File: config.mk
export PLATFORM = sky130hd
export DESIGN_NAME = bus_arbiter_flat
export DESIGN_NICKNAME = d
export VERILOG_FILES = /design/src/verilog/soc_bus_pkg.sv /design/src/verilog/bus_req_if.sv /design/src/verilog/bus_arbiter.sv /design/src/flat_wrapper.sv
export VERILOG_INCLUDE_DIRS = /design/src /design/src/verilog
export SDC_FILE = /design/constraint.sdc
export NUM_CORES = 1
export LEC_CHECK = 0
export ABC_AREA = 1
export BUFFER_PORTS_ARGS = -buffer_cell sky130_fd_sc_hd__buf_2
export CAP_MARGIN = 20
export CORE_UTILIZATION = 37
export DETAILED_ROUTE_END_ITERATION = 6
export PLACE_DENSITY_LB_ADDON = 0.12
export SYNTH_ARGS = -nofsm -noshare
export SYNTH_HDL_FRONTEND = slang
export SYNTH_SLANG_ARGS = --single-unit
export TNS_END_PERCENT = 20
File: constraint.sdc
create_clock -name i_clk -period 4.8 [get_ports i_clk]
set_input_delay 0.48 -clock i_clk [delete_from_list [all_inputs] [get_ports i_clk]]
set_output_delay 0.48 -clock i_clk [all_outputs]
set_load 0.02 [all_outputs]
File: src/verilog/soc_bus_cfg.svh
`ifndef SOC_BUS_CFG_SVH
`define SOC_BUS_CFG_SVH

// ====================================================================
// Bus geometry
// ====================================================================
`define BUS_ADDR_W 32
`define BUS_DATA_W 32

// Request queue entries between arbiter and slaves
`define QUEUE_DEPTH 4

// ====================================================================
// Slaves
// ====================================================================
// Word-addressed on-chip RAM
`define RAM_WORDS 512
// Cycles from acceptance to response, must be 2 or more
`define RAM_LATENCY 4

// Top address nibble of each region
`define REGION_RAM 1
`define REGION_LED 4

`define LED_W 10

`endif

File: src/verilog/soc_bus_pkg.sv
`include "soc_bus_cfg.svh"

package soc_bus_pkg;

	// Address and data as seen on every request channel
	typedef logic [`BUS_ADDR_W-1:0] bus_addr_t;
	typedef logic [`BUS_DATA_W-1:0] bus_data_t;

	// Request origin, 0 for master A (processor) and 1 for master B (DMA)
	typedef logic [0:0] master_id_t;

	// Board LED bank
	typedef logic [`LED_W-1:0] led_t;

	// Slave stage sequencing
	typedef enum logic [1:0] {
		IDLE,
		RAM_WAIT,
		RESPOND
	} slave_state_e;

endpackage

File: src/verilog/bus_req_if.sv
// One request channel, valid/ready handshake
interface bus_req_if import soc_bus_pkg::*; ();

	logic       valid;
	logic       ready;
	// High for a write
	logic       rw;
	master_id_t master;
	bus_addr_t  address;
	bus_data_t  wdata;

	modport producer (
		output valid,
		output rw,
		output master,
		output address,
		output wdata,
		input  ready
	);

	modport consumer (
		input  valid,
		input  rw,
		input  master,
		input  address,
		input  wdata,
		output ready
	);

endinterface

File: src/verilog/bus_arbiter.sv
module bus_arbiter import soc_bus_pkg::*; (
	input  logic        i_clk,
	input  logic        i_rst_n,

	// Master A, processor data port
	input  logic        i_a_valid,
	input  logic        i_a_rw,
	input  bus_addr_t   i_a_address,
	input  bus_data_t   i_a_wdata,
	output logic        o_a_ready,

	// Master B, DMA port
	input  logic        i_b_valid,
	input  logic        i_b_rw,
	input  bus_addr_t   i_b_address,
	input  bus_data_t   i_b_wdata,
	output logic        o_b_ready,

	bus_req_if.producer out
);

	logic grant_en;
	logic load;
	logic take_a;
	logic take_b;

	// ====================================================================
	// Grant logic
	// ====================================================================

	// Output register is empty or drains this cycle
	assign load = !out.valid || out.ready;

	assign o_a_ready = grant_en && load;
	// B only gets the slot when A is not asking
	assign o_b_ready = grant_en && load && !i_a_valid;

	assign take_a = i_a_valid && o_a_ready;
	assign take_b = i_b_valid && o_b_ready;

	// ====================================================================
	// Output register
	// ====================================================================

	always_ff @(posedge i_clk) begin
		if (!i_rst_n) begin
			grant_en  <= 1'b0;
			out.valid <= 1'b0;
		end else begin
			// Grants open one cycle after reset release
			grant_en <= 1'b1;
			if (load) begin
				out.valid <= take_a || take_b;
			end
		end
	end

	// Request payload, held while downstream stalls
	always_ff @(posedge i_clk) begin
		if (take_a) begin
			out.rw      <= i_a_rw;
			out.master  <= master_id_t'(1'b0);
			out.address <= i_a_address;
			out.wdata   <= i_a_wdata;
		end else if (take_b) begin
			out.rw      <= i_b_rw;
			out.master  <= master_id_t'(1'b1);
			out.address <= i_b_address;
			out.wdata   <= i_b_wdata;
		end
	end

endmodule

File: src/flat_wrapper.sv
// flat-port wrapper written by rule: the top's interface ports become plain ports
module bus_arbiter_flat import soc_bus_pkg::*;
  (i_clk, i_rst_n, i_a_valid, i_a_rw, i_a_address, i_a_wdata, o_a_ready, i_b_valid, i_b_rw, i_b_address, i_b_wdata, o_b_ready, out_valid, out_rw, out_master, out_address, out_wdata, out_ready);
  bus_req_if out_i ();
  input  logic i_clk;
  input  logic i_rst_n;
  input  logic i_a_valid;
  input  logic i_a_rw;
  input  bus_addr_t i_a_address;
  input  bus_data_t i_a_wdata;
  output logic o_a_ready;
  input  logic i_b_valid;
  input  logic i_b_rw;
  input  bus_addr_t i_b_address;
  input  bus_data_t i_b_wdata;
  output logic o_b_ready;
  output wire logic [$bits(out_i.valid)-1:0] out_valid;
  output wire logic [$bits(out_i.rw)-1:0] out_rw;
  output wire logic [$bits(out_i.master)-1:0] out_master;
  output wire logic [$bits(out_i.address)-1:0] out_address;
  output wire logic [$bits(out_i.wdata)-1:0] out_wdata;
  input wire logic [$bits(out_i.ready)-1:0] out_ready;
  assign out_valid = out_i.valid;
  assign out_rw = out_i.rw;
  assign out_master = out_i.master;
  assign out_address = out_i.address;
  assign out_wdata = out_i.wdata;
  assign out_i.ready = out_ready;
  bus_arbiter u_core (.i_clk(i_clk), .i_rst_n(i_rst_n), .i_a_valid(i_a_valid), .i_a_rw(i_a_rw), .i_a_address(i_a_address), .i_a_wdata(i_a_wdata), .o_a_ready(o_a_ready), .i_b_valid(i_b_valid), .i_b_rw(i_b_rw), .i_b_address(i_b_address), .i_b_wdata(i_b_wdata), .o_b_ready(o_b_ready), .out(out_i));
endmodule
# --- Word-level counts from Yosys, hierarchy flattened ---
# Cells that the tools add are included.
classes:
  mux: 7
  reduce_logical: 9
op_table:
  columns: ["operator", "n"]
  rows:
  - ["two-way mux 32 bit", 4]
  - ["logical AND 1 bit", 4]
  - ["two-way mux 1 bit", 3]
  - ["logical NOT 1 bit", 2]
  - ["logical OR 1 bit", 2]
  - ["nonzero test 2 bit", 1]
totals:
  ff_bits: 68
  in_bits: 135
  output_inout_bits: 69
  wordCells: 22

# --- Longest topological paths before layout ---
# Gate-level depths: netlist of the first run.
depth:
  word_depth: 7
  depth_mapped: 9
  ltp_nobuf: 7

# --- Worst setup path before layout of the first run ---
# OpenSTA, ideal clock, no wires.
synth_path:
  path_kind: "input to register"
  from: "input port out_ready"
  to: "register u_core.out.address[0] (enable)"
  setup_ns: 0.419
  arrival_ns: 1.973
  required_time_ns: 4.381
  setup_slack_ns: 2.408
  stages: 4
  n_path_buf: 0
  path_cell_list: "inv_1 nand2_2 o211ai_1 inv_1"
synth_via:
  elab_chain_len: 5
  elab_cells_between_ends: 6
  classes_between: "reduce/logical: 6"
synth_lines:
  columns: ["element", "line_no", "source"]
  rows:
  - ["from (decl)", "flat_wrapper.sv:22", "input wire logic [$bits(out_i.ready)-1:0] out_ready;"]
  - ["logical OR 1 bit *", "bus_arbiter.sv:32", "assign load = !out.valid || out.ready;"]
  - ["logical AND 1 bit *", "bus_arbiter.sv:34, bus_arbiter.sv:36", null]
  - ["logical AND 1 bit", "bus_arbiter.sv:36", "assign o_b_ready = grant_en && load && !i_a_valid;"]
  - ["logical AND 1 bit", "bus_arbiter.sv:39", "assign take_b = i_b_valid && o_b_ready;"]
  - ["nonzero test 2 bit (no source line) *", null, null]
  - ["to (signal assigned)", "bus_arbiter.sv:63", "out.address <= i_a_address;"]
  - ["to (signal assigned)", "bus_arbiter.sv:68", "out.address <= i_b_address;"]
  - ["to (decl)", "bus_req_if.sv:16", "output address,"]
# Mark *: on every way between the ends. The rest lies on a longest branch, timed or not.
# A chain may end at the register's enable or synchronous reset.

# --- Worst setup path in the final report of the first run ---
layout_path:
  from: "register u_core.out.valid"
  to: "register u_core.out.wdata[1] (enable)"
layout_via:
  elab_chain_len: 6
  elab_cells_between_ends: 7
  classes_between: "reduce/logical: 7"
layout_lines:
  columns: ["element", "line_no", "source"]
  rows:
  - ["from (decl)", "bus_req_if.sv:13", "output valid,"]
  - ["from (signal assigned)", "bus_arbiter.sv:53", "out.valid <= take_a || take_b;"]
  - ["logical NOT 1 bit *", "bus_arbiter.sv:32", null]
  - ["logical OR 1 bit *", "bus_arbiter.sv:32", null]
  - ["logical AND 1 bit *", "bus_arbiter.sv:34, bus_arbiter.sv:36", null]
  - ["logical AND 1 bit", "bus_arbiter.sv:36", null]
  - ["logical AND 1 bit", "bus_arbiter.sv:39", null]
  - ["nonzero test 2 bit (no source line) *", null, null]
  - ["to (signal assigned)", "bus_arbiter.sv:64", "out.wdata <= i_a_wdata;"]
  - ["to (signal assigned)", "bus_arbiter.sv:69", "out.wdata <= i_b_wdata;"]
  - ["to (decl)", "bus_req_if.sv:17", "output wdata,"]
# Marked as above.

==> metrics.cfg, run 1 <==
[grt]
track_usage = 0.169
gr-total-overflow = 0
first_global_vias = 2388
grt_pass1_wl_um = 10900
antenna_found_initial = 0
grt_max_degree = 67

[clocking]
cts_root_buf = clkbuf_8
ctsHoldBuffers = 0
ctsResizeCount = 0
insertion_delay_ps = 320
numClockSinks = 68
clkTransAtPathRegs_ps = 60
postCtsSetupBuffers = 0
cts_tree = done
clk_path_buf_depth = 2
numCtsBuffers = 9
h-tree-depth = 3

[cells_and_area]
drive_above_1_share = 0.445
n_antenna_cell = 0
final_util = 0.537
nets = 630
final_area_um2 = 4150
syn2layout_area_growth_pct = 40.9

[placed_design]
dp_hpwl_um = 5010
dpl_cell_area_um2 = 3980
io_buffers = 203
place_congestion = 0.733

[yosys]
synthMuxAreaShare = 0
ys_top_cells_by_area = edfxtp_1, nand2_1, buf_6
syn_inst = 292
yosysTopAreaCellShare = 0.663
yosys.area_share.adder = 0
synth_seq_cells = 68
synth_edf_count = 65
synth-async-reset-ratio = 0
synth_cell_type_count = 14
syn_avg_cell_area_um2 = 10.1
synthesis.area_um2 = 2950
synth-xor-area-share = 0
syn_nets = 427
ys.flop_type = edfxtp_1
synthTopCellsByCount = nand2_1, edfxtp_1, buf_6, inv_1, buf_4
synth_compound_area_frac = 0.00595
synth_seq_area_share = 0.683
yosys.area_share.simple = 0.260
yosysMostFrequentCell = nand2_1
synth_top_area_cell = edfxtp_1
ys_warn_count = 0
synth_top_family_by_area = simple AND/OR/NAND/NOR gates

[critical_path]
ff2ff_setup_slack_ps = 2990
start_kind = flip-flop
critical_path_class = flip-flop to flip-flop
end_kind = flip-flop
cp.arrival_ps = 1770
crit_path_max_fanout = 48
cp_data_required_time_ps = 4750
cp-startpoint = u_core.out.valid
r2r-start = u_core.out.valid

[floorplan]
pin_count = 204
coreArea_um2 = 7730
initial_core_util = 0.381
die_area_um2 = 8320
die_w_um = 91.2
die_y_um = 91.2
placementRows = 32

[timing]
setup_tns_ps = 0
finalHoldViolCount = 0
grt_setup_unrepaired = false
slew_headroom = 0.568
finalCriticalPeriod_ps = 1810
fin_skew_ps = 5.09
final-max-slew-violation-count = 0
fmax_ghz = 0.552
holdWs_ps = 281
finalSetupViolCount = 0
tightest_slew_ps = 648
period_share = 0.377

[route]
top_layer = met4
wl_met3_um = 560
wl_met1_um = 3020
wire_per_inst_um = 11.5
antenna_left = 0
met2WireLength_um = 3240
dr.pass1.iters = 4
drt-total-wl_um = 6890
vias = 2557
drc = 0
routed_via_density = 4.25
drtIter0Drc = 66

[power]
power_density_nw_per_um2 = 317
p_total_mw = 1.31
leakage_nw = 2.16
peakVddDrop_mv = 0.146

[worst_hold_path]
hp-class = input port to flip-flop
holdCritStartpoint = i_rst_n

[status]
status = complete, no violations

[job]
maxCapViolCount = 0

-- flip-flops by register name, indices dropped and copies added, names as in the netlist --
signal	flops
u_core.out.rw	1
u_core.out.valid	1
u_core.grant_en	1
u_core.out.master	1
u_core.out.wdata	32
u_core.out.address	32
-- critical path, cell delays in order (launching register included) --
cell and delay [ps]:
dfxtp_1 320, nand2_2 100, o211ai_1 120, inv_2 310
buf_4 580
-- per-stage QoR --
step,instances,worst slack [ps]
2_1_floorplan,292,2410
3_3_place_gp,585,2700
3_5_place_dp,585,2690
4_1_cts,600,2950
5_1_grt,601,2850
6_report,601,2990
-- cell families after synthesis --
family	after synthesis
simple gates	200
flops	68
compound gates	3
buf+inv	21
-- cells in the final DEF (no fill, tap or decap), drive strengths merged --
master / netlist / final
a21oi: 2 / 2
buf: 14 / 206
clkbuf: 0 / 11
clkinv: 0 / 4
dfxtp: 3 / 3
edfxtp: 65 / 65
inv: 7 / 7
nand2: 197 / 197
nand4: 1 / 1
nor2: 2 / 2
o211ai: 1 / 1
-- layout make-up --
cell class | instances | area, um2
clock inverters | 4 | 17.5
well taps | 102 | 128
inverters | 7 | 26.3
multi-input cells | 203 | 783
flip-flops and latches | 68 | 2010
clock buffers | 11 | 131
repair buffers | 206 | 1050
fillers | 745 | 3580
-- power by group --
| part | switching, mW | internal [mW] |
|---|---|---|
| logic | 0.146 | 0.0894 |
| clock network | 0.184 | 0.180 |
| registers | 0.00955 | 0.705 |
-- worst paths after layout --
kind,to,cells past startpoint
setup / recovery,u_core.out.wdata[1],4
hold / removal,u_core.grant_en,1
setup reg to reg,u_core.out.wdata[1],4
hold reg to reg,u_core.out.master,2
-- per-layer routing --
layer,global-route usage,vias to the layer above
li1,-,1334
met5,0,-
met1,0.207,1091
met3,0.0410,7
met2,0.287,125
met4,0.0675,0
Power figures use the tool's default switching activity.
==> inputs of run 2 (changes only) <==
- clock period: 4.8 -> 1.9 ns (I/O delays scaled with it)
==> metrics.cfg, run 2 (synthesis results as in run 1) <==
[grt]
first_global_vias = 2482  ; was 2388
antenna_found_initial = 0  ; unchanged
grt_max_degree = 67  ; unchanged
track_usage = 0.177  ; was 0.169
gr-total-overflow = 0  ; unchanged
grt_pass1_wl_um = 11400  ; was 10900 um

[cells_and_area]
syn2layout_area_growth_pct = 45.1  ; was 40.9%
n_antenna_cell = 0  ; unchanged
final_common_cell = buf_2  ; unchanged
regArea_um2 = 2020  ; was 2010 um2
nets = 631  ; was 630
fill_cells = 726  ; was 745
layout.cells.non_filler = 603  ; was 601
final_area_um2 = 4270  ; was 4150 um2
drive_above_1_share = 0.453  ; was 0.445
top_regs = u_core.out.address: 32 flops, u_core.out.wdata: 32 flops  ; unchanged
multi_input_area_um2 = 788  ; was 783 um2
final_util = 0.553  ; was 0.537
layout_common_cells = buf_2, nand2_1, edfxtp_1  ; unchanged

[timing]
slew_headroom = 0.565  ; was 0.568
setup_tns_ps = 0  ; unchanged
fmax_ghz = 0.651  ; was 0.552 GHz
finalCriticalPeriod_ps = 1540  ; was 1810 ps
fin_skew_ps = 11.2  ; was 5.09 ps
finalSetupViolCount = 0  ; unchanged
holdWs_ps = 114  ; was 281 ps
period_share = 0.809  ; was 0.377
finalHoldViolCount = 0  ; unchanged
setup_slack_ps = 363  ; was 2990 ps
grt_setup_unrepaired = false  ; unchanged
final-max-slew-violation-count = 0  ; unchanged
tightest_slew_ps = 653  ; was 648 ps

[floorplan]
placementRows = 32  ; unchanged
pin_count = 204  ; unchanged
die_w_um = 91.2  ; unchanged
coreArea_um2 = 7730  ; unchanged
initial_core_util = 0.381  ; unchanged
die_y_um = 91.2  ; unchanged
die_area_um2 = 8320  ; unchanged

[power]
peakVddDrop_mv = 0.386  ; was 0.146 mV
p_total_mw = 3.82  ; was 1.31 mW
power_density_nw_per_um2 = 893  ; was 317 nW/um2
leakage_nw = 2.21  ; was 2.16 nW

[placed_design]
placed_cells = 585  ; unchanged
io_buffers = 203  ; unchanged
dpl_cell_area_um2 = 4010  ; was 3980 um2
dp_hpwl_um = 4940  ; was 5010 um
place_congestion = 0.747  ; was 0.733
pre_cts_slack_ps = 159  ; was 2690 ps

[route]
wire_per_inst_um = 11.9  ; was 11.5 um
drt-total-wl_um = 7170  ; was 6890 um
routed_via_density = 4.33  ; was 4.25
drc = 0  ; unchanged
dr.pass1.iters = 4  ; unchanged
antenna_left = 0  ; unchanged
vias = 2614  ; was 2557
drtIter0Drc = 69  ; was 66

[clocking]
ctsResizeCount = 0  ; unchanged
clkTransAtPathRegs_ps = 80  ; was 60 ps
cts_tree = done  ; unchanged
clk_path_buf_depth = 2  ; unchanged
ctsHoldBuffers = 1  ; was 0
h-tree-depth = 3  ; unchanged
numClockSinks = 68  ; unchanged
numCtsBuffers = 9  ; unchanged
insertion_delay_ps = 330  ; was 320 ps
postCtsSetupBuffers = 0  ; unchanged
cts_root_buf = clkbuf_8  ; unchanged

[worst_hold_path]
hp-class = input port to flip-flop  ; unchanged
min_to = u_core.out.address[12]  ; was u_core.grant_en
holdCritStartpoint = i_b_address[12]  ; was i_rst_n
hold-path-cell-count = 3  ; was 1

[critical_path]
ff2ff_setup_slack_ps = 360  ; was 2990 ps
end_kind = flip-flop  ; unchanged
critical_path_class = flip-flop to flip-flop  ; unchanged
reg2reg_depth = 6  ; was 4
crit_path_max_fanout = 66  ; was 48
r2r-end = u_core.out.wdata[0]  ; was u_core.out.wdata[1]
cp_data_required_time_ps = 2090  ; was 4750 ps
cp.arrival_ps = 1730  ; was 1770 ps
r2r-start = u_core.out.valid  ; unchanged
start_kind = flip-flop  ; unchanged

[status]
status = complete, no violations  ; unchanged

[job]
maxCapViolCount = 0  ; unchanged

run 2: changes by cell type in the layout (fill, tap and decap cells not counted):
cell / change
clkbuf_1: -2
clkinv_2: -1
clkinv_4: +1
buf_12: +1
dfxtp_1: -1
clkinvlp_4: +2
nand2_4: +1
clkinv_1: -1
inv_2: -1
dfxtp_4: +1
bufinv_16: +3
nand2_2: -1
dlygate4sd3_1: +1
buf_4: -1
run 2: cell type report:
type	count	share of cell area
Tap cell	102	0.0299
Timing Repair Buffer	207	0.251
Inverter	7	0.00703
Clock buffer	9	0.0290
Clock inverter	7	0.0269
Multi-Input combinational cell	203	0.184
Sequential cell	68	0.472
run 2: metal layers:
metal	vias to the layer above	global-route usage	part of all wire	routed length [um]
met3	8	0.0536	0.099	712
met5	-	0	0	0
met2	138	0.286	0.47	3340
met1	1127	0.221	0.42	3030
li1	1341	-	-	-
met4	0	0.0714	0.013	90
run 2: worst max path at each step:
stage,startpoint,to,slack [ps],cells after the start
2_1_floorplan,u_core.out.valid,u_core.out.address[0],-90,3
3_3_place_gp,out_ready,u_core.out.address[6],170,8
3_5_place_dp,out_ready,u_core.out.address[28],160,8
4_1_cts,u_core.out.valid,u_core.out.wdata[0],180,6
5_1_grt,u_core.out.valid,u_core.out.wdata[28],200,6
6_report,u_core.out.valid,u_core.out.wdata[0],360,6
run 2: critical path: stages (launching register included):
cell,delay [ps]
dfxtp_4,350
nand2_4,70
nand2_2,80
nor2_4,90
buf_4,540
nand2_1,150
nand2_1,100
run 2: power by group:
group	internal (mW)	leakage [nW]	switching, mW	total [mW]
Clock	0.867	0.117	0.544	1.41
Sequential	1.78	0.649	0.0244	1.80
Combinational	0.232	1.45	0.369	0.601
Total	2.88	2.21	0.938	3.82
