[config.mk]
export PLATFORM = sky130hd
export DESIGN_NAME = request_queue_flat
export DESIGN_NICKNAME = d
export VERILOG_FILES = /design/src/verilog/soc_bus_pkg.sv /design/src/verilog/bus_req_if.sv /design/src/verilog/request_queue.sv /design/src/flat_wrapper.sv
export VERILOG_INCLUDE_DIRS = /design/src /design/src/verilog
export SDC_FILE = /design/constraint.sdc
export NUM_CORES = 1
export LEC_CHECK = 0
export BUFFER_PORTS_ARGS = -buffer_cell sky130_fd_sc_hd__buf_4
export CAP_MARGIN = 20
export CORE_MARGIN = 5
export CORE_UTILIZATION = 40
export DETAILED_ROUTE_END_ITERATION = 6
export GPL_TIMING_DRIVEN = 0
export SETUP_SLACK_MARGIN = 0.15
export SLEW_MARGIN = 30
export SYNTH_ARGS = -nofsm -noshare
export SYNTH_HDL_FRONTEND = slang
export SYNTH_SLANG_ARGS = --single-unit
[constraint.sdc]
create_clock -name i_clk -period 5.7 [get_ports i_clk]
set_clock_uncertainty 0.1 [all_clocks]
set_input_delay 1.14 -clock i_clk [delete_from_list [all_inputs] [get_ports i_clk]]
set_output_delay 1.14 -clock i_clk [all_outputs]
set_load 0.05 [all_outputs]
[src/verilog/soc_bus_cfg.svh]
`ifndef SOC_BUS_CFG_SVH
`define SOC_BUS_CFG_SVH

// ====================================================================
// Bus geometry
// ====================================================================
`define BUS_ADDR_W 32
`define BUS_DATA_W 32

// Request queue entries between arbiter and slaves
`define QUEUE_DEPTH 4

// ====================================================================
// Slaves
// ====================================================================
// Word-addressed on-chip RAM
`define RAM_WORDS 512
// Cycles from acceptance to response, must be 2 or more
`define RAM_LATENCY 4

// Top address nibble of each region
`define REGION_RAM 1
`define REGION_LED 4

`define LED_W 10

`endif

[src/verilog/soc_bus_pkg.sv]
`include "soc_bus_cfg.svh"

package soc_bus_pkg;

	// Address and data as seen on every request channel
	typedef logic [`BUS_ADDR_W-1:0] bus_addr_t;
	typedef logic [`BUS_DATA_W-1:0] bus_data_t;

	// Request origin, 0 for master A (processor) and 1 for master B (DMA)
	typedef logic [0:0] master_id_t;

	// Board LED bank
	typedef logic [`LED_W-1:0] led_t;

	// Slave stage sequencing
	typedef enum logic [1:0] {
		IDLE,
		RAM_WAIT,
		RESPOND
	} slave_state_e;

endpackage

[src/verilog/bus_req_if.sv]
// One request channel, valid/ready handshake
interface bus_req_if import soc_bus_pkg::*; ();

	logic       valid;
	logic       ready;
	// High for a write
	logic       rw;
	master_id_t master;
	bus_addr_t  address;
	bus_data_t  wdata;

	modport producer (
		output valid,
		output rw,
		output master,
		output address,
		output wdata,
		input  ready
	);

	modport consumer (
		input  valid,
		input  rw,
		input  master,
		input  address,
		input  wdata,
		output ready
	);

endinterface

[src/verilog/request_queue.sv]
module request_queue import soc_bus_pkg::*; #(
	parameter int DEPTH = 4
) (
	input  logic        i_clk,
	input  logic        i_rst_n,
	bus_req_if.consumer in,
	bus_req_if.producer out
);

	localparam int PTR_W = (DEPTH > 1) ? $clog2(DEPTH) : 1;
	localparam int CNT_W = $clog2(DEPTH + 1);
	localparam logic [PTR_W-1:0] LAST_PTR = PTR_W'(DEPTH - 1);
	localparam logic [CNT_W-1:0] FULL_CNT = CNT_W'(DEPTH);

	// Entry storage, one array per field
	logic             rw_mem     [DEPTH];
	master_id_t       master_mem [DEPTH];
	bus_addr_t        addr_mem   [DEPTH];
	bus_data_t        data_mem   [DEPTH];

	logic [PTR_W-1:0] wr_ptr;
	logic [PTR_W-1:0] rd_ptr;
	logic [CNT_W-1:0] count;
	logic             push;
	logic             pop;

	// Circular increment, also for depths that are not a power of two
	function automatic logic [PTR_W-1:0] ptr_inc(input logic [PTR_W-1:0] ptr);
		return (ptr == LAST_PTR) ? '0 : ptr + PTR_W'(1);
	endfunction

	assign in.ready  = (count != FULL_CNT);
	assign out.valid = (count != '0);
	assign push      = in.valid && in.ready;
	assign pop       = out.valid && out.ready;

	// Head entry
	assign out.rw      = rw_mem[rd_ptr];
	assign out.master  = master_mem[rd_ptr];
	assign out.address = addr_mem[rd_ptr];
	assign out.wdata   = data_mem[rd_ptr];

	always_ff @(posedge i_clk) begin
		if (push) begin
			rw_mem[wr_ptr]     <= in.rw;
			master_mem[wr_ptr] <= in.master;
			addr_mem[wr_ptr]   <= in.address;
			data_mem[wr_ptr]   <= in.wdata;
		end
	end

	always_ff @(posedge i_clk) begin
		if (!i_rst_n) begin
			wr_ptr <= '0;
			rd_ptr <= '0;
			count  <= '0;
		end else begin
			if (push) begin
				wr_ptr <= ptr_inc(wr_ptr);
			end
			if (pop) begin
				rd_ptr <= ptr_inc(rd_ptr);
			end
			case ({push, pop})
				2'b10:   count <= count + CNT_W'(1);
				2'b01:   count <= count - CNT_W'(1);
				default: count <= count;
			endcase
		end
	end

endmodule

[src/flat_wrapper.sv]
// flat-port wrapper written by rule: the top's interface ports become plain ports
module request_queue_flat import soc_bus_pkg::*;
#(
	parameter int DEPTH = 4
)
  (i_clk, i_rst_n, in_valid, in_rw, in_master, in_address, in_wdata, in_ready, out_valid, out_rw, out_master, out_address, out_wdata, out_ready);
  bus_req_if in_i ();
  bus_req_if out_i ();
  input  logic i_clk;
  input  logic i_rst_n;
  input wire logic [$bits(in_i.valid)-1:0] in_valid;
  input wire logic [$bits(in_i.rw)-1:0] in_rw;
  input wire logic [$bits(in_i.master)-1:0] in_master;
  input wire logic [$bits(in_i.address)-1:0] in_address;
  input wire logic [$bits(in_i.wdata)-1:0] in_wdata;
  output wire logic [$bits(in_i.ready)-1:0] in_ready;
  output wire logic [$bits(out_i.valid)-1:0] out_valid;
  output wire logic [$bits(out_i.rw)-1:0] out_rw;
  output wire logic [$bits(out_i.master)-1:0] out_master;
  output wire logic [$bits(out_i.address)-1:0] out_address;
  output wire logic [$bits(out_i.wdata)-1:0] out_wdata;
  input wire logic [$bits(out_i.ready)-1:0] out_ready;
  assign in_i.valid = in_valid;
  assign in_i.rw = in_rw;
  assign in_i.master = in_master;
  assign in_i.address = in_address;
  assign in_i.wdata = in_wdata;
  assign in_ready = in_i.ready;
  assign out_valid = out_i.valid;
  assign out_rw = out_i.rw;
  assign out_master = out_i.master;
  assign out_address = out_i.address;
  assign out_wdata = out_i.wdata;
  assign out_i.ready = out_ready;
  request_queue #(.DEPTH(DEPTH)) u_core (.i_clk(i_clk), .i_rst_n(i_rst_n), .in(in_i), .out(out_i));
endmodule
* After elaboration in Yosys (flattened, before gate mapping) *
Memories as Yosys holds them, arrays and structs flattened. A register that Yosys moved wholly into a read port is not among the register bits.
Cells that the tools add are included.

word-level totals
  bits of input ports = 70
  output and inout bits = 68
  logic and storage cells = 33
  memories kept = 4
  bits in registers = 7
  bits in writable memories = 264

memory list
  memory             depth  bits a word  rd ports  clocked after memory_dff  write ports  RTL line             RTL
  u_core.addr_mem    4      32           1         1                         1            request_queue.sv:18  bus_addr_t addr_mem [DEPTH];
  u_core.data_mem    4      32           1         1                         1            request_queue.sv:19  bus_data_t data_mem [DEPTH];
  u_core.master_mem  4      1            1         1                         1            request_queue.sv:17  master_id_t master_mem [DEPTH];
  u_core.rw_mem      4      1            1         1                         1            request_queue.sv:16  logic rw_mem [DEPTH];

cells by class
  reductions and logical operators = 4
  equality and inequality tests = 5
  muxes and demuxes = 13
  add/sub/neg operators = 4

operators with widths
  operator                                             number
  2-to-1 mux 2 bit                                     10
  equality test 2 bit, second input constant           3
  one-hot mux 3 bit (2 select lines)                   1
  adder 2 x 1 -> 2 bit, second input constant          2
  adder 3 x 1 -> 3 bit, second input constant          1
  != test 3 bit, second input constant                 1
  nonzero test 3 bit                                   1
  subtractor 3 x 1 -> 3 bit, second input constant     1
  equality test 2 x 1 -> 1 bit, second input constant  1
  logical AND 1 bit                                    2
  2-to-1 mux 1 bit                                     2
  nonzero test 2 bit                                   1

* Logic depth before layout (Yosys ltp) *
Gate-level depths: netlist of run 1.

  depth after elaboration = 4
  mapped depth = 10
  depth with buffers taken out = 9

* Worst setup path after synthesis of run 1 *
Ideal clock, no wire load.

  kind = input to register
  from = in in_valid
  to = reg u_core.count[2]
  slack = 2993 ps
  stages on the path = 8
  path buffers = 0
  data arrival time = 2532 ps
  required time = 5524 ps
  setup time = 76 ps
  cell sequence = and2_4 > inv_1 > ha_1 > inv_1 > fa_1 > xor2_1 > or3_1 > a21boi_0

between the ends
  cells in the longest elaborated chain, start to end = 3

RTL lines
  element                                                                   RTL line             RTL
  start, declared                                                           flat_wrapper.sv:11   input wire logic [$bits(in_i.valid)-1:0] in_valid;
  logical AND 1 bit (*)                                                     request_queue.sv:34  assign push = in.valid && in.ready;
  equality test 2 x 1 -> 1 bit or equality test 2 bit (tied branches)       request_queue.sv:64  case ({push, pop})
  one-hot mux 3 bit (2 select lines) or nonzero test 2 bit (tied branches)  --
  end signal, assigned                                                      request_queue.sv:65  2'b10: count <= count + CNT_W'(1);
  end signal, assigned                                                      request_queue.sv:66  2'b01: count <= count - CNT_W'(1);
  end signal, assigned                                                      request_queue.sv:67  default: count <= count;
  end, declared                                                             request_queue.sv:23  logic [CNT_W-1:0] count;

Every way passes the cells marked *; elsewhere a longest branch is shown, timed or not.
A chain may end at the register's enable or synchronous reset.

==> flow_metrics.tcl, run 1 <==
set metrics [dict create \
    first_pass_iters 4 \
    yosys_warnings 0 \
    synth_top_area_share_pct 79.2 \
    timing.final.ws_setup_ns 2.34 \
    grt_usage_pct 13.1 \
    area_delta_synth_final_pct 24.6 \
    grt_pass1_wl_mm 29.1 \
    io_buffers 137 \
    worstMarginPinSlew_ns 0.665 \
    rsz0062_at_grt "false" \
    hold_viol 0 \
    gp_congestion 0.708 \
    cts-root-buf "clkbuf_16" \
    netlist_area_um2 10000 \
    post_cts_buffers 0 \
    num_rows 58 \
    fin_crit_sh_pct 58.9 \
    cts_sinks 273 \
    yosys-top-cells-count "edfxtp_1, mux4_2, dfxtp_1" \
    grt_max_degree 38 \
    antenna_cells 0 \
    power_density_nw_per_um2 491 \
    cp_max_fo 10 \
    cp-end-kind "primary output" \
    grt.overflow.total 0 \
    drive_gt1_share_pct 45.1 \
    layout_min_cycle_time_ns 3.36 \
    holdCritPathClass "flip-flop to flip-flop" \
    cts_max_level 1 \
    synthDistinctLibCells 27 \
    yosys.area.top_type "edfxtp_1" \
    dp_hpwl_mm 11.7 \
    cp.arrival_ns 2.12 \
    slew_headroom_pct 55.6 \
    yosysMostFrequentCell "edfxtp_1" \
    cts_tree "built" \
    core-area_um2 24900 \
    max_cap_violations 0 \
    ys_seq_area_share_pct 81.0 \
    drtAntennaViolNets 0 \
    pre_cts_ws_ns 2.67 \
    die_h_um 168 \
    worst-setup-path-type "flip-flop to primary output" \
    ys.flop_type "edfxtp_1" \
    route.detailed.drc 0 \
    fin_nets 649 \
    start_kind "flip-flop" \
    syn_nets 477 \
    synth_async_sr_flop_share_pct 0 \
    cts_hold_buffers 0 \
    die_w_um 168 \
    synth.area.top_cells "edfxtp_1, mux4_2, dfxtp_1, ha_1, buf_6" \
    antenna_found_initial 0 \
    drt-total-wl_mm 18.4 \
    drtIter0Drc 309 \
    ir_drop_mv 0.314 \
    setup_viol_count_final 0 \
    io_pins 138 \
    synth_edf_count 264 \
    avgViaCountPerCell 4.94 \
    max_freq_mhz 298 \
    slew_violations 0 \
    wire_per_inst_um 19.9 \
    grt_pass1_vias 5140 \
    cp.required_ns 4.46 \
    avgSynthCellArea_um2 25.0 \
    cts_buffers 28 \
    clockBufferDepth 3 \
    stdcell_count 924 \
    post_cts_resized 0 \
    start_util_pct 40.2 \
    clk_pin_slew_worst_paths_ns 0.06 \
    dr_total_vias 4569 \
    tns_ns 0 \
    ys_ff_latch 273 \
    synthCells 400 \
    clkLatencyLatePin_ns 0.52 \
    dieArea_um2 28300 \
    status "complete, no violations" \
    p_leak_uw 0.00422 \
    place_inst 872 \
]
-- path summary, 6_finish.rpt --
path	slack, ns	from	cells past startpoint	to
setup / recovery	2.34	flip-flop	4	out_wdata[16]
hold / removal	0.42	u_core.wr_ptr[1]$_SDFFE_PN0P_	2	u_core.wr_ptr[1]$_SDFFE_PN0P_
setup reg to reg	3.02	u_core.count[2]$_SDFFE_PN0P_	10	u_core.count[2]$_SDFFE_PN0P_
hold reg to reg	0.42	u_core.wr_ptr[1]$_SDFFE_PN0P_	2	u_core.wr_ptr[1]$_SDFFE_PN0P_
-- kinds of logic (layout without fill, tap and decap cells) --
family / Yosys count / in the layout / synth area share, %
AOI/OAI and AO/OA: 7 / 7 / 0.400
xor gates and xnor gates: 2 / 2 / 0.175
adders and majority gates: 7 / 7 / 0.950
buffers and inverters: 23 / 217 / 1.36
DFF: 273 / 273 / 81.0
muxes: 67 / 67 / 14.9
and+or+nand+nor: 21 / 21 / 1.20
-- metrics by stage --
stage / hold WS (ns) / util [%] / instance area, um2 / power (uW)
2_1_floorplan: 0.368 / - / 10000 / 3890
3_3_place_gp: 0.377 / 46.0 / 11500 / 4440
3_5_place_dp: 0.413 / 46.6 / 11600 / 4490
4_1_cts: 0.423 / 50.1 / 12500 / 6220
5_1_grt: 0.459 / 50.1 / 12500 / 6400
6_report: 0.423 / 50.1 / 12500 / 6120
-- state kept, by name, summed over array words and instances (netlist names), named ones only --
register and cells:
u_core.addr_mem 128, u_core.count 3, u_core.data_mem 128, u_core.master_mem 4, u_core.rd_ptr 2, u_core.rw_mem 4, u_core.wr_ptr 2
-- where the power goes --
part           switching (uW)  leakage, uW  internal, uW
registers                50.4      0.00250          2420
logic                    1240      0.00128           700
clock network             704     0.000443          1010
-- worst max-delay path, stage by stage, from the launching register on --
cell     delay (ns)
dfxtp_1        0.35
buf_4          0.26
buf_6          0.23
mux4_2         0.54
buf_4          0.21
-- cell usage in the layout (no fill, tap or decap), types with 6 or more instances in the layout --
master	count
buf_2	7
edfxtp_1	264
ha_1	6
dfxtp_1	9
clkinv_1	9
inv_1	7
clkinv_2	9
nand2_1	6
buf_4	138
clkbuf_16	29
mux4_2	66
-- cell type report --
class,instances,area (um2)
Fill cell,1995,12400
Sequential cell,273,8110
Clock inverter,21,150
Inverter,7,26.3
Buffer,16,110
Timing Repair Buffer,142,1150
Tap cell,330,413
Clock buffer,31,733
Multi-Input combinational cell,104,1780
-- layer usage --
metal  track usage, %  wire, um  vias up
met5                0         0        -
met4             2.89       265        0
met3             3.24      1130       24
met2             22.4      9290      120
met1             17.2      7700     2382
li1                 -         -     2043
No activity file was read; power rests on OpenSTA's default activity.
==> run 2, diff against run 1 <==
ABC_AREA = 1   (was unset)
clock period = 3 ns   (was 5.7 ns; I/O delays follow)
==> run 2 against run 1 <==
Effect of this change: total power up 120%; core utilization up 1.1 points; worst hold slack worse by 0.26 ns.
==> flow_metrics.tcl, run 2 <==
set metrics [dict create \
    status "complete, no violations" \
    synth_top_area_share_pct 72.9 \
    ys.flop_type "edfxtp_1" \
    final_common_cell "edfxtp_1" \
    avgSynthCellArea_um2 15.4 \
    pre_cts_ws_ns 0.377 \
    fin_crit_sh_pct 92.6 \
    ys_seq_area_share_pct 74.5 \
    layout_common_cells "edfxtp_1, buf_4, o21ai_0" \
    cp.required_ns 2.30 \
    max_cap_violations 0 \
    post_cts_buffers 0 \
    hold_viol 0 \
    drt-total-wl_mm 24.1 \
    synthDistinctLibCells 27 \
    grt_max_degree 20 \
    dr_wl_met3_mm 1.32 \
    clkLatencyLatePin_ns 0.53 \
    cts_tree "built" \
    avgViaCountPerCell 5.02 \
    grt_pass1_wl_mm 36.9 \
    drtIter0Drc 314 \
    cp.arrival_ns 2.08 \
    stdcell_count 1251 \
    cp_max_fo 10 \
    worstHoldPathCells 1 \
    start_kind "flip-flop" \
    yosys.area.top_type "edfxtp_1" \
    timing.final.ws_setup_ns 0.223 \
    cts-root-buf "clkbuf_16" \
    dieArea_um2 30600 \
    worst-setup-path-type "flip-flop to primary output" \
    top_layer "met4" \
    p_total_uw 13700 \
    clockBufferDepth 3 \
    yosys-top-cells-count "edfxtp_1, o21ai_0, nor2_1" \
    ys_ff_latch 273 \
    dp_hpwl_mm 15.9 \
    r2r_cells 11 \
    drtAntennaViolNets 0 \
    drive_gt1_share_pct 36.6 \
    slew_violations 0 \
    cts_max_level 1 \
    setup_viol_count_final 0 \
    start_util_pct 40.5 \
    num_rows 60 \
    grt_pass1_vias 6586 \
    grt_usage_pct 15.5 \
    wl_met2_mm 11.9 \
    cts_buffers 28 \
    place_inst 1199 \
    io_buffers 137 \
    grt.overflow.total 0 \
    die_h_um 175 \
    syn_nets 782 \
    final_util_pct 51.2 \
    core-area_um2 26900 \
    netlist_area_um2 10900 \
    slew_headroom_pct 66.7 \
    dr_total_vias 6282 \
    worstMarginPinSlew_ns 0.499 \
    antenna_found_initial 0 \
    rsz0062_at_grt "false" \
    antenna_cells 0 \
    yosysMostFrequentCell "edfxtp_1" \
    cts_sinks 273 \
    ir_drop_mv 0.526 \
    max_freq_mhz 360 \
    route.detailed.drc 0 \
    tns_ns 0 \
    gp_congestion 0.746 \
    fin_nets 965 \
    largestRegisters "u_core.addr_mem x128, u_core.data_mem x128" \
    wire_per_inst_um 19.3 \
    synth_edf_count 264 \
    power_density_nw_per_um2 999 \
    first_pass_iters 5 \
    cp-end-kind "primary output" \
    area_delta_synth_final_pct 26.5 \
    met1Wirelength_mm 10.5 \
    yosys_warnings 0 \
    synth.area.top_cells "edfxtp_1, o21ai_0, o22ai_2, nor2_4, nor2_1" \
    holdCritPathClass "primary input to flip-flop" \
    io_pins 138 \
    die_w_um 175 \
    synthCells 705 \
    synth_async_sr_flop_share_pct 0 \
    p_leak_uw 0.00483 \
    clk_pin_slew_worst_paths_ns 0.06 \
    layout_min_cycle_time_ns 2.78 \
]
==> run 2: cell count changes in the layout (fill, tap and decap cells not counted), sizes merged, moves of 17 or more <==
cell,change
buf,+17
clkbuf,+29
mux4,-66
nor2,+139
o21ai,+129
o22ai,+66
==> run 2: stage by stage <==
step           area (um2)  hold WS [ns]
6_report            13800         0.164
2_1_floorplan       10900         0.383
3_5_place_dp        12800         0.426
4_1_cts             13700         0.130
3_3_place_gp        12300         0.423
5_1_grt             13800         0.142
==> run 2: repair_timing <==
item	CTS	global route
endpoints found under the setup margin	66	41
resized for setup	24	18
hold buffers	0	0
hold endpoints to repair	0	0
pin swaps	0	0
==> run 2: layout make-up <==
cell class / count / area (um2)
Fill cell: 2282 / 13100
Sequential cell: 273 / 8110
Multi-Input combinational cell: 374 / 2470
Timing Repair Buffer: 153 / 1430
Clock buffer: 40 / 807
Tap cell: 341 / 427
Buffer: 42 / 338
Clock inverter: 12 / 109
Inverter: 16 / 65.1
==> run 2: report_power, final <==
group | switching (uW) | internal, uW | leakage (uW)
sequential | 107 | 4580 | 0.00250
clock | 1370 | 2030 | 0.000443
combinational | 3920 | 1740 | 0.00189
==> run 2: worst max-delay path, cell delays in order, from the launching register on <==
cell	delay (ns)
dfxtp_4	0.39
buf_6	0.17
inv_6	0.10
buf_12	0.18
buf_12	0.16
nor2_2	0.04
o22ai_1	0.25
buf_4	0.25
==> run 2: kinds of logic after synthesis <==
kind of cell	synth area share (%)
flops	74.5
buf+inv	3.28
simple gates	8.63
fa+ha+maj	0.874
compound gates	12.7
==> run 2: path summary, 6_finish.rpt <==
path	start	end	slack, ns
hold / removal	in_wdata[26]	u_core.data_mem[2][26]$_DFFE_PP_	0.16
hold reg to reg	u_core.count[1]$_SDFFE_PN0P_	u_core.count[1]$_SDFFE_PN0P_	0.44
setup reg to reg	u_core.count[0]$_SDFFE_PN0P_	u_core.count[2]$_SDFFE_PN0P_	0.70
setup / recovery	flip-flop	out_address[24]	0.22
==> run 2: routing by layer <==
layer / global-route usage (%) / up-vias
li1: - / 3026
met1: 19.9 / 3061
met2: 26.8 / 150
met3: 3.42 / 45
met4: 3.67 / 0
met5: 0 / -
==> run 3, diff against run 2 <==
CORE_UTILIZATION = 30   (was 40)
GPL_TIMING_DRIVEN = unset   (was 0)
==> run 3 against run 2 <==
Effect of this change: sequential share of layout area increased by 0.74 points; core utilization decreased by 13 points; largest cell class unchanged; design area decreased by 1.2%; clock-buffer cell count decreased by 6; worst setup slack improved by 0.052 ns.
==> flow_metrics.tcl, run 3 (same netlist as run 2, synthesis figures left out) <==
set metrics [dict create \
    cpLargestDelayFamily "buffers and inverters" \
    grt_pass1_vias 6418 \
    p_int_uw 8660 \
    grt.overflow.total 0 \
    cp-end-kind "primary output" \
    grt_usage_pct 11.7 \
    p_leak_uw 0.00466 \
    fin_crit_sh_pct 90.8 \
    post_cts_buffers 0 \
    drtIter0Drc 298 \
    antenna_found_initial 1 \
    layout_common_cells "edfxtp_1, buf_4, o21ai_0" \
    die_w_um 200 \
    cts_tree "built" \
    stdcell_count 1336 \
    cp.arrival_ns 2.02 \
    largestRegisters "u_core.addr_mem x128, u_core.data_mem x128" \
    r2r_slack_ns 0.71 \
    io_buffers 137 \
    rsz0062_at_grt "false" \
    clkLatencyLatePin_ns 0.55 \
    core-area_um2 35700 \
    power.switching_uw 5380 \
    cts_sinks 273 \
    clk_pin_slew_worst_paths_ns 0.06 \
    clkPwrFrac_pct 28.9 \
    place_inst 1280 \
    grt_max_degree 69 \
    grt-busiest-layer "met2" \
    cp_max_fo 38 \
    cp_num_buf_inv 3 \
    slew_headroom_pct 62.6 \
    max_freq_mhz 367 \
    cp.required_ns 2.30 \
    worst-setup-path-type "flip-flop to primary output" \
    start_kind "flip-flop" \
    holdCritPathClass "primary input to flip-flop" \
    power_density_nw_per_um2 1030 \
    final_util_pct 38.1 \
    slew_violations 0 \
    hold_viol 0 \
    seqPwrFrac_pct 33.4 \
    first_pass_iters 4 \
    dieArea_um2 40200 \
    route.detailed.drc 0 \
    avgViaCountPerCell 4.61 \
    cts-root-buf "clkbuf_16" \
    start_util_pct 30.5 \
    die_h_um 200 \
    drtAntennaViolNets 0 \
    status "complete, no violations" \
    dp_hpwl_mm 14.1 \
    cts_hold_buffers 0 \
    cp_slowest_cell "dfxtp_4" \
    dr_total_vias 6165 \
    gp_congestion 0.695 \
    final_common_cell "edfxtp_1" \
    max_stage_delay_ns 0.37 \
    fin_nets 928 \
    layout_min_cycle_time_ns 2.72 \
    setup_viol_count_final 0 \
    grt.met2_usage_pct 19.8 \
    use_met3_pct 3.09 \
    crit_chain "inv_8, buf_16, o21ai_0, o22ai_1, buf_4" \
    worstMarginPinSlew_ns 0.561 \
    max_cap_violations 0 \
    swShare_pct 38.3 \
    num_rows 69 \
    tns_ns 0 \
    clockBufferDepth 3 \
    globalRouteMet1Util_pct 15.3 \
    area_delta_synth_final_pct 24.9 \
    io_pins 138 \
    comb_power_share_pct 37.7 \
    cts_max_level 1 \
    ir_drop_mv 0.707 \
    drt-total-wl_mm 24.5 \
    antenna_cells 0 \
    wire_per_inst_um 18.3 \
    cts_buffers 30 \
    grt_pass1_wl_mm 37.7 \
    drive_gt1_share_pct 35.0 \
]
## run 3: changes by cell type in the layout (fill, tap and decap cells not counted), sizes merged
cell | previous run | this run
clkinv | 8 | 10
clkinvlp | 2 | 3
bufinv | 2 | 8
inv | 16 | 17
clkbuf | 63 | 34
buf | 172 | 156
## run 3: metrics by stage
step | total power [uW] | worst slack [ns] | hold slack [ns] | cell area (um2)
2_1_floorplan | 8560 | -0.457 | 0.383 | 10900
3_3_place_gp | 10100 | 0.673 | 0.406 | 12500
3_5_place_dp | 10100 | 0.669 | 0.420 | 12500
4_1_cts | 14300 | 0.168 | 0.112 | 13600
5_1_grt | 14700 | 0.172 | 0.120 | 13600
6_report | 14000 | 0.275 | 0.149 | 13600
## run 3: area by class of cell
cell class,count,area (um2)
fill,3325,22100
sequential,273,8110
multi-input combinational,374,2440
timing repair buffer,156,1270
clock buffer,34,787
tap,461,577
clock inverter,22,327
inverter,16,67.6
## run 3: final timing paths
kind,startpoint,to,cells after the start
worst max-delay path,flip-flop,out_address[28],5
worst min-delay path,in_address[16],u_core.addr_mem[2][16]$_DFFE_PP_,1
worst max register to register,u_core.count[0]$_SDFFE_PN0P_,u_core.count[2]$_SDFFE_PN0P_,12
worst min register to register,u_core.rd_ptr[1]$_SDFFE_PN0N_,flip-flop,2
## run 3: timing repair
item | in CTS | in global routing
pin swaps | 0 | 0
cloned | 0 | 0
resized for setup | 1 | 3
endpoints found under the setup margin | 14 | 2
## run 3: per-layer routing
metal	share of wire [%]	vias up
li1	-	2940
met1	44	3047
met2	48	142
met3	5.5	34
met4	2.2	2
met5	0.053	-
## run 3: power groups by stage
stage               logic (uW)  registers (uW)  clock network (uW)
floorplan                 3800            4750                   0
global placement          5340            4760                   0
detailed placement        5360            4760                   0
CTS                       5380            4690                4190
global route              5660            4710                4340
finish                    5290            4690                4060
